===== config.mk =====
export PLATFORM = sky130hd
export DESIGN_NAME = lsu_top
export DESIGN_NICKNAME = d
export VERILOG_FILES = /design/src/common/lsu_pkg.sv /design/src/verilog/mem_op_gen.sv /design/src/verilog/mem_access.sv /design/src/verilog/load_writeback.sv /design/src/verilog/lsu_top.sv
export VERILOG_INCLUDE_DIRS = /design/src /design/src/common
export SDC_FILE = /design/constraint.sdc
export NUM_CORES = 1
export LEC_CHECK = 0
export BUFFER_PORTS_ARGS = -buffer_cell sky130_fd_sc_hd__buf_2
export CORE_UTILIZATION = 50
export CTS_CLUSTER_DIAMETER = 30
export CTS_CLUSTER_SIZE = 40
export DETAILED_ROUTE_END_ITERATION = 7
export PLACE_DENSITY = 0.78
export SYNTH_ARGS = -nofsm -noshare
export SYNTH_HDL_FRONTEND = slang
export SYNTH_SLANG_ARGS = --single-unit

===== constraint.sdc =====
create_clock -name clk -period 4 [get_ports clk]
set_clock_uncertainty 0.1 [all_clocks]
set_input_delay 0.4 -clock clk [delete_from_list [all_inputs] [get_ports clk]]
set_output_delay 0.4 -clock clk [all_outputs]
set_load 0.005 [all_outputs]

===== src/common/lsu_settings.svh =====
`ifndef LSU_SETTINGS_SVH
`define LSU_SETTINGS_SVH

// RV32I fixes all of these

// data word and byte address width
`define LSU_XLEN 32

// one enable per byte lane of a word
`define LSU_MBE_W 4

// x0..x31
`define LSU_RD_W 5

`endif


===== src/common/lsu_pkg.sv =====
`include "lsu_settings.svh"

package lsu_pkg;

    // load/store operations seen by the unit
    typedef enum logic [2:0] {
        op_lb  = 3'd0,
        op_lh  = 3'd1,
        op_lw  = 3'd2,
        op_lbu = 3'd3,
        op_lhu = 3'd4,
        op_sb  = 3'd5,
        op_sh  = 3'd6,
        op_sw  = 3'd7
    } lsu_op_e;

    // request from the issue side
    typedef struct packed {
        lsu_op_e                op;
        logic [`LSU_RD_W-1:0]   rd;
        logic [`LSU_XLEN-1:0]   base;       // rs1 value
        logic [`LSU_XLEN-1:0]   offset;     // sign-extended immediate
        logic [`LSU_XLEN-1:0]   store_data; // rs2 value, low bits used
    } lsu_req_t;

    // EX/MEM register contents
    typedef struct packed {
        lsu_op_e                op;
        logic [`LSU_RD_W-1:0]   rd;
        logic [`LSU_XLEN-1:0]   addr;       // word aligned
        logic [`LSU_MBE_W-1:0]  mask;
        logic [`LSU_XLEN-1:0]   wdata;      // already in its byte lanes
    } ex_mem_t;

    // MEM/WB register contents, loads only
    typedef struct packed {
        lsu_op_e                op;
        logic [`LSU_RD_W-1:0]   rd;
        logic [`LSU_MBE_W-1:0]  mask;
        logic [`LSU_XLEN-1:0]   mdr;        // raw word from the cache
    } mem_wb_t;

    // writeback to the register file
    typedef struct packed {
        logic [`LSU_RD_W-1:0]   rd;
        logic [`LSU_XLEN-1:0]   value;
    } wb_t;

endpackage : lsu_pkg


===== src/verilog/mem_op_gen.sv =====
`timescale 1ns/1ps
`include "lsu_settings.svh"

module mem_op_gen (
    input  logic              clk,
    input  logic              rst_n,
    input  logic              req_valid,
    input  lsu_pkg::lsu_req_t req,
    input  logic              stall,
    output logic              ex_mem_valid,
    output lsu_pkg::ex_mem_t  ex_mem
);
    import lsu_pkg::*;

    logic [`LSU_XLEN-1:0]  eff_addr;
    logic [`LSU_MBE_W-1:0] mask;
    logic [`LSU_XLEN-1:0]  lane_data;
    logic                  is_store;
    ex_mem_t               ex_mem_next;

    assign eff_addr = req.base + req.offset;  // base + offset
    assign is_store = req.op inside {op_sb, op_sh, op_sw};

    // byte enables from access size and low address bits
    // misaligned halves and words are not handled
    always_comb begin : mask_gen
        case (req.op)
            op_lb, op_lbu, op_sb: mask = 4'b0001 << eff_addr[1:0];
            op_lh, op_lhu, op_sh: mask = eff_addr[1] ? 4'b1100 : 4'b0011;
            default:              mask = 4'b1111;  // lw, sw
        endcase
    end

    // shift store data into the enabled lanes
    always_comb begin : store_align
        lane_data = '0;
        if (is_store) begin
            case (mask)
                4'b0001: lane_data = {24'b0, req.store_data[7:0]};
                4'b0010: lane_data = {16'b0, req.store_data[7:0], 8'b0};
                4'b0100: lane_data = {8'b0, req.store_data[7:0], 16'b0};
                4'b1000: lane_data = {req.store_data[7:0], 24'b0};
                4'b0011: lane_data = {16'b0, req.store_data[15:0]};
                4'b1100: lane_data = {req.store_data[15:0], 16'b0};
                4'b1111: lane_data = req.store_data;
                default: lane_data = '0;
            endcase
        end
    end

    always_comb begin
        ex_mem_next.op    = req.op;
        ex_mem_next.rd    = req.rd;
        ex_mem_next.addr  = {eff_addr[`LSU_XLEN-1:2], 2'b00};  // word aligned
        ex_mem_next.mask  = mask;
        ex_mem_next.wdata = lane_data;
    end

    // EX/MEM register, held while the memory stage waits
    always_ff @(posedge clk or negedge rst_n) begin
        if (!rst_n) begin
            ex_mem_valid <= 1'b0;
        end else if (!stall) begin
            ex_mem_valid <= req_valid;
        end
    end

    always_ff @(posedge clk) begin
        if (!stall && req_valid) begin
            ex_mem <= ex_mem_next;
        end
    end

endmodule : mem_op_gen


===== src/verilog/mem_access.sv =====
`timescale 1ns/1ps
`include "lsu_settings.svh"

module mem_access (
    input  logic                  clk,
    input  logic                  rst_n,

    // from EX/MEM
    input  logic                  ex_mem_valid,
    input  lsu_pkg::ex_mem_t      ex_mem,

    // data cache
    input  logic [`LSU_XLEN-1:0]  data_mem_rdata,
    input  logic                  data_mem_resp,
    output logic                  stall,
    output logic                  data_read,
    output logic                  data_write,
    output logic [`LSU_XLEN-1:0]  data_mem_address,
    output logic [`LSU_MBE_W-1:0] data_mbe,
    output logic [`LSU_XLEN-1:0]  data_mem_wdata,

    // to MEM/WB
    output logic                  mem_wb_valid,
    output lsu_pkg::mem_wb_t      mem_wb
);
    import lsu_pkg::*;

    logic    is_load;
    logic    is_store;
    logic    load_done;
    mem_wb_t mem_wb_next;

    assign is_load  = ex_mem.op inside {op_lb, op_lh, op_lw, op_lbu, op_lhu};
    assign is_store = ex_mem.op inside {op_sb, op_sh, op_sw};

    // strobes stay up until the cache answers
    assign data_read  = ex_mem_valid & is_load;
    assign data_write = ex_mem_valid & is_store;

    assign data_mem_address = ex_mem_valid ? ex_mem.addr : '0;
    assign data_mbe         = ex_mem_valid ? ex_mem.mask : '0;
    assign data_mem_wdata   = data_write ? ex_mem.wdata : '0;  // zero on reads

    // request held and no answer yet, upstream must wait
    // a response frees the stage so the next request loads this edge
    assign stall = ex_mem_valid & ~data_mem_resp;

    assign load_done = data_read & data_mem_resp;

    always_comb begin
        mem_wb_next.op   = ex_mem.op;
        mem_wb_next.rd   = ex_mem.rd;
        mem_wb_next.mask = ex_mem.mask;
        mem_wb_next.mdr  = data_mem_rdata;  // valid only in the resp cycle
    end

    // stores end here, only loads go on to writeback
    always_ff @(posedge clk or negedge rst_n) begin
        if (!rst_n) begin
            mem_wb_valid <= 1'b0;
        end else begin
            mem_wb_valid <= load_done;
        end
    end

    always_ff @(posedge clk) begin
        if (load_done) begin
            mem_wb <= mem_wb_next;
        end
    end

endmodule : mem_access


===== src/verilog/load_writeback.sv =====
`timescale 1ns/1ps
`include "lsu_settings.svh"

module load_writeback (
    input  logic             clk,
    input  logic             rst_n,
    input  logic             mem_wb_valid,
    input  lsu_pkg::mem_wb_t mem_wb,
    output logic             wb_valid,
    output lsu_pkg::wb_t     wb
);
    import lsu_pkg::*;

    logic [7:0]           byte_lane;
    logic [15:0]          half_lane;
    logic [`LSU_XLEN-1:0] load_value;

    // pick the lane named by the mask
    always_comb begin : lane_sel
        case (mem_wb.mask)
            4'b0010: byte_lane = mem_wb.mdr[15:8];
            4'b0100: byte_lane = mem_wb.mdr[23:16];
            4'b1000: byte_lane = mem_wb.mdr[31:24];
            default: byte_lane = mem_wb.mdr[7:0];  // 0001
        endcase
        half_lane = mem_wb.mask[2] ? mem_wb.mdr[31:16] : mem_wb.mdr[15:0];
    end

    // sign or zero extend per load type
    always_comb begin : extend
        case (mem_wb.op)
            op_lb:   load_value = {{24{byte_lane[7]}}, byte_lane};
            op_lbu:  load_value = {24'b0, byte_lane};
            op_lh:   load_value = {{16{half_lane[15]}}, half_lane};
            op_lhu:  load_value = {16'b0, half_lane};
            default: load_value = mem_wb.mdr;  // lw
        endcase
    end

    always_ff @(posedge clk or negedge rst_n) begin
        if (!rst_n) begin
            wb_valid <= 1'b0;
        end else begin
            wb_valid <= mem_wb_valid;  // one pulse per load
        end
    end

    always_ff @(posedge clk) begin
        if (mem_wb_valid) begin
            wb.rd    <= mem_wb.rd;
            wb.value <= load_value;
        end
    end

endmodule : load_writeback


===== src/verilog/lsu_top.sv =====
`timescale 1ns/1ps
`include "lsu_settings.svh"

module lsu_top (
    input  logic                  clk,
    input  logic                  rst_n,

    // request side
    input  logic                  req_valid,
    input  lsu_pkg::lsu_req_t     req,
    output logic                  stall,

    // data cache port
    output logic                  data_read,
    output logic                  data_write,
    output logic [`LSU_XLEN-1:0]  data_mem_address,
    output logic [`LSU_MBE_W-1:0] data_mbe,
    output logic [`LSU_XLEN-1:0]  data_mem_wdata,
    input  logic [`LSU_XLEN-1:0]  data_mem_rdata,
    input  logic                  data_mem_resp,

    // writeback
    output logic                  wb_valid,
    output lsu_pkg::wb_t          wb
);
    import lsu_pkg::*;

    logic    ex_mem_valid;
    ex_mem_t ex_mem;
    logic    mem_wb_valid;
    mem_wb_t mem_wb;

    mem_op_gen u_mem_op_gen (
        .clk          (clk),
        .rst_n        (rst_n),
        .req_valid    (req_valid),
        .req          (req),
        .stall        (stall),            // freezes EX/MEM while cache busy
        .ex_mem_valid (ex_mem_valid),
        .ex_mem       (ex_mem)
    );

    mem_access u_mem_access (
        .clk              (clk),
        .rst_n            (rst_n),
        .ex_mem_valid     (ex_mem_valid),
        .ex_mem           (ex_mem),
        .data_mem_rdata   (data_mem_rdata),
        .data_mem_resp    (data_mem_resp),
        .stall            (stall),
        .data_read        (data_read),
        .data_write       (data_write),
        .data_mem_address (data_mem_address),
        .data_mbe         (data_mbe),
        .data_mem_wdata   (data_mem_wdata),
        .mem_wb_valid     (mem_wb_valid),
        .mem_wb           (mem_wb)
    );

    load_writeback u_load_writeback (
        .clk          (clk),
        .rst_n        (rst_n),
        .mem_wb_valid (mem_wb_valid),
        .mem_wb       (mem_wb),
        .wb_valid     (wb_valid),
        .wb           (wb)
    );

endmodule : lsu_top


Yosys cells after proc, flatten, opt, wreduce, memory -nomap -nowiden
Index checks and enable logic that the tools add are counted.
{"block": "totals", "elab_cells": 66, "out_inout_bits": 109, "in_bits": 140, "register_bits": 158}
{"block": "op_classes", "bitwise_logic": 5, "muxes": 9, "shifts": 1, "addsub": 1, "reduce_logical": 10, "n_eq_ne": 26}
{"cell": "32-bit one-hot mux with 7 select lines", "n": 1}
{"cell": "32-bit one-hot mux with 4 select lines", "n": 1}
{"cell": "32-bit two-way mux", "n": 2}
{"cell": "32-bit adder", "n": 1}
{"cell": "3-bit equality test (second input constant)", "n": 9}
{"cell": "8-bit one-hot mux with 3 select lines", "n": 1}
{"cell": "4-bit equality test (second input constant)", "n": 4}
{"cell": "16-bit two-way mux", "n": 1}
{"cell": "3-bit by 2-bit equality test with 1-bit output (second input constant)", "n": 4}
{"cell": "4-bit by 2-bit equality test with 1-bit output (second input constant)", "n": 3}
{"cell": "3-bit by 1-bit equality test with 1-bit output (second input constant)", "n": 3}
{"cell": "3-bit logical NOT", "n": 3}
{"cell": "4-bit by 3-bit equality test with 1-bit output (second input constant)", "n": 2}
{"cell": "4-bit two-way mux", "n": 2}
{"cell": "4-bit one-hot mux with 2 select lines", "n": 1}
{"cell": "3-bit nonzero test", "n": 2}
{"cell": "3-bit OR reduction", "n": 2}
{"cell": "5-bit nonzero test", "n": 1}
{"cell": "1-bit bitwise AND", "n": 4}
{"cell": "4-bit by 1-bit equality test with 1-bit output (second input constant)", "n": 1}
{"cell": "1-bit by 2-bit << shifter with 4-bit output (first input constant)", "n": 1}
{"cell": "1-bit logical AND", "n": 1}
{"cell": "1-bit logical NOT", "n": 1}
{"cell": "1-bit NOT", "n": 1}

Logic depth before layout (Yosys ltp)
{"block": "depth", "word_depth": 5, "mapped_depth": 10, "depth_no_buf": 10}

Cells and area by module
From an unflattened synthesis, not the netlist that was laid out.
{"block": "hier_totals", "cells_unflattened": 734, "hier_area_um2": 8642.0}
{"mod": "mem_op_gen", "n_inst": 1, "area_each_um2": 4842.1, "seq_area_each_um2": 2247.2, "cells_each": 463}
{"mod": "mem_access", "n_inst": 1, "area_each_um2": 1925.6, "seq_area_each_um2": 1346.3, "cells_each": 125}
{"mod": "load_writeback", "n_inst": 1, "area_each_um2": 1874.3, "seq_area_each_um2": 1136.1, "cells_each": 146}

Least setup slack after synthesis
Ideal clock, no wire load.
{"block": "synth_timing", "path_type": "register -> register", "startpoint": "register u_mem_op_gen.ex_mem_valid", "endpoint": "register u_mem_op_gen.ex_mem[0] (netlist name)", "path_stages_with_launch": 4, "arrival_time_ns": 2.379, "setup_ns": 0.440, "synth_period_minus_slack_ns": 2.919, "required_time_ns": 3.460, "path_buffers": 1, "path_slack_ns": 1.081, "cell_sequence": "dfrtp_1 -> clkbuf_1 -> nand2b_1 -> and2_1"}
{"block": "synth_between", "elab_chain_cells": 3}
{"item": "start, declared", "line_no": "mem_op_gen.sv:10", "rtl": "output logic ex_mem_valid,"}
{"item": "start signal, assigned", "line_no": "mem_op_gen.sv:64", "rtl": "ex_mem_valid <= req_valid;"}
{"item": "1-bit bitwise AND", "line_no": "mem_access.sv:46", "rtl": "assign stall = ex_mem_valid & ~data_mem_resp;"}
{"item": "1-bit logical NOT"}
{"item": "1-bit logical AND", "line_no": "mem_op_gen.sv:69", "rtl": "if (!stall && req_valid) begin"}
Every way passes these cells.
A chain may end at the register's enable or synchronous reset.

Worst setup path in the final report
{"block": "layout_timing", "startpoint": "input port req[32] (netlist name)", "endpoint": "register u_mem_op_gen.ex_mem[66] (netlist name)"}
{"block": "layout_between", "elab_chain_cells": 1}
{"item": "start, declared", "line_no": "lsu_top.sv:10", "rtl": "input lsu_pkg::lsu_req_t req,"}
{"item": "32-bit adder", "line_no": "mem_op_gen.sv:21", "rtl": "assign eff_addr = req.base + req.offset;"}
{"item": "via u_mem_op_gen.eff_addr[30]", "line_no": "mem_op_gen.sv:15", "rtl": "logic [`LSU_XLEN-1:0] eff_addr;"}
The timed path passes the listed nets, and every way through them passes these cells.

==> metrics.md <==
| Metric | Value |
|---|---|
| Outcome | complete, no violations |
| Utilization after layout | roughly 64% |
| Power Dens Cells | ~420 mW/mm^2 |
| Critical Path, Cell by Cell | buf_2 -> ha_1 -> inv_1 -> fa_1 -> and2b_1 -> o2111ai_2 -> a31oi_1 -> nor2_1 -> o31ai_1 -> a21oi_1 -> xnor2_1 |
| Vias per cell | 5.53 |
| Final Max Tran Viols | 0 |
| # rows | 46 |
| Main flop type after synthesis | edfxtp_1 |
| Clk sinks | 158 |
| Synth Area per Inst | 11.8 sq um |
| Critical path peak fanout | 4 |
| Clk_lat worst skew | 430 ps |
| Vias in the first global route | 5771 |
| Antenna-violating nets left | 0 |
| Seq/Total Area, Yosys | approximately 58% |
| Die X | approximately 130 um |
| Buffers on Ports | 246 |
| Leak | 4.26 nW |
| MaxCap Viol Count | 0 |
| Inserted Clock Buffers | 17 |
| Top Family by Delay on Critical Path | compound AO/OA/AOI/OAI gates |
| Slew headroom | 26.3% |
| Synth-to-layout area growth | 24.8% |
| Worst vdd ir | 0.309 mV |
| CTS H-tree lvls | 4 |
| Unique masters post-synth | 57 |
| Die ar. | 0.0169 sq mm |
| Initial detailed-routing violation count | 804 |
| GPL Wtd Cong | 0.936 |
| Yosys reg bits | 158 |
| GRT Total Usage | 23.6% |
| Die H | approximately 130 um |
| DR vias | 6458 |
| Critical Path Source Type | input port |
| Post-route setup TNS | 0 ps |
| Worst Path Arrival | 2960 ps |
| Final net count | 1109 |
| DPL Wire Length | 14.4 mm |
| Final Hold Fails | 0 |
| Unrepaired setup endpoints after global routing | false |
| Number of flops mapped to enable cells by yosys | 155 |
| Largest net degree at the start of global routing | 75 |
| Synth Cell Area | between 0.008 and 0.009 sq mm |
| Finished Cell Area | 0.0102 sq mm |
| Critical Path End Type | flip-flop |
| Yosys warnings | 0 |
| Worst Tran Pin Value | 1100 ps |
| Final Critical Period | 2890 ps |
| Clock transition at path regs | 70 ps |
| DR DRC count | 0 |
| Layout cells sized above 1 | a little under a third |
| Critical Path RT | 4070 ps |
| Starting Density | 51.3% |
| Final period util | 72.2% |
| DP Area | about 0.0096 sq mm |
| CTS Hold Bufs | 1 |
| Crit Path Category | in2reg |
| Reg-to-reg slack, setup | 1160 ps |
| Async SR Flop Fraction | 1.90% |
| CP max stage delay | 690 ps |
| Root Buffer | clkbuf_16 |
| Max stage delay cell, worst path | o31ai_1 |
| Initial antenna violation count | 1 |
| Final Worst Setup Slack | between 1000 and 1500 ps |
| CTS tree | done |
| DR WL/cell | 16.8 um |
| Non-Filler Instances | between 1000 and 1500 |
| Ports | 249 |
| CP bufs+invs | 2 |
| Achievable Freq | 0.346 GHz |
| First-pass GRT wire length | 29.8 mm |
| Postcts setup bufs | 0 |
| HP Class | in2reg |
| Post-CTS sizing | 0 |
| Grt total ovfl | 0 |
| WL final | 19.6 mm |
| First-pass iteration count of the detailed router | 8 |
| Core box area | 0.0159 sq mm |
| Total chip power | 4.31 mW |
| Worst hold slack | 41.6 ps |
| Placed cells | 1133 |
| Setup Slack @ Placement | approximately 720 ps |
| Clk buf depth | 2 |
| Post-Synthesis Cells | 693 |
| Finish-stage setup viols | 0 |
==> report_power, final <==
group          internal (mW)  switching (mW)
sequential              1.97          0.0417
clock                  0.840           0.748
combinational          0.309           0.402
total                   3.12            1.19
==> path summary, 6_finish.rpt <==
kind | from | endpoint | cells after the start
max in group asynchronous | rst_n | u_mem_access.mem_wb_valid | 2
worst min-delay path | data_mem_rdata[28] | u_mem_access.mem_wb[28] | 1
worst max register to register | u_mem_access.mem_wb[34] | u_load_writeback.wb[14] | 5
worst min register to register | u_mem_op_gen.ex_mem[72] | u_mem_access.mem_wb[40] | 0
worst max-delay path | req[32] | u_mem_op_gen.ex_mem[66] | 11
min in group asynchronous | rst_n | u_load_writeback.wb_valid | 2
==> per-layer routing <==
layer,wire (um),share of wire [%],GRT usage (%)
met1,7980,41,29.9
met2,9540,49,39.3
met3,1580,8.0,5.45
met4,478,2.4,9.37
met5,0,0,0
==> cells by family after synthesis <==
| kind of cell | Yosys count | synth area share [%] |
|---|---|---|
| and+or+nand+nor | 241 | 15.2 |
| AOI/OAI and AO/OA | 188 | 16.3 |
| DFF | 158 | 57.8 |
| buffers and inverters | 41 | 2.20 |
| adders and majority gates | 32 | 4.99 |
| xor gates and xnor gates | 31 | 3.32 |
| other | 1 | 0.0459 |
| muxes | 1 | 0.138 |
==> synth_stat cells, types with 3 or more instances <==
cell / count / area (sq um)
edfxtp_1: 155 / 4650
and2_1: 78 / 488
nand2_1: 63 / 236
a21oi_1: 42 / 210
nor2_1: 42 / 158
o21ai_0: 32 / 160
ha_1: 31 / 388
a22oi_1: 24 / 180
clkbuf_1: 19 / 71.3
xnor2_1: 19 / 166
a222oi_1: 15 / 150
inv_1: 14 / 52.6
nor2b_1: 14 / 87.6
xor2_1: 12 / 105
nor3_1: 11 / 55.1
nand2b_1: 10 / 62.6
a21o_1: 9 / 67.6
a221o_1: 9 / 90.1
o211ai_1: 8 / 60.1
a22o_1: 7 / 61.3
nand3_1: 5 / 25.0
o21a_1: 5 / 37.5
o21bai_1: 5 / 37.5
o31ai_1: 5 / 37.5
or3_1: 4 / 25.0
a2111oi_0: 3 / 26.3
a211oi_1: 3 / 22.5
a31oi_1: 3 / 18.8
and3_1: 3 / 18.8
buf_2: 3 / 15.0
dfrtp_1: 3 / 75.1
nand3b_1: 3 / 22.5
o21ai_1: 3 / 15.0
==> state kept, by name, indices dropped and copies added, names as in the netlist <==
| register | count |
|---|---|
| u_mem_op_gen.ex_mem_valid | 1 |
| u_load_writeback.wb_valid | 1 |
| u_mem_access.mem_wb | 44 |
| u_mem_access.mem_wb_valid | 1 |
| u_load_writeback.wb | 37 |
| u_mem_op_gen.ex_mem | 74 |
==> layout make-up <==
class                   count  area, sq um
fillers                  1288         5740
inverters                  14         52.6
repair buffers            251         1270
clock inverters            15          173
flip-flops and latches    158         4730
multi-input cells         495         3280
diodes                      1         2.50
clock buffers              17          425
well taps                 216          270
==> placed cells by master (no fill, tap or decap), types with 7 or more instances in the layout <==
master	instances
a221o_1	9
xor2_1	12
and2_1	77
o211ai_1	8
ha_1	31
a22oi_1	24
inv_1	14
nand2_1	63
a22o_1	7
clkbuf_16	17
edfxtp_1	155
nand2b_1	10
nor2_1	42
xnor2_1	19
a21oi_1	42
nor3_1	10
buf_2	246
a222oi_1	15
nor2b_1	14
a21o_1	9
o21ai_0	32
No activity file was read; power rests on OpenSTA's default activity.
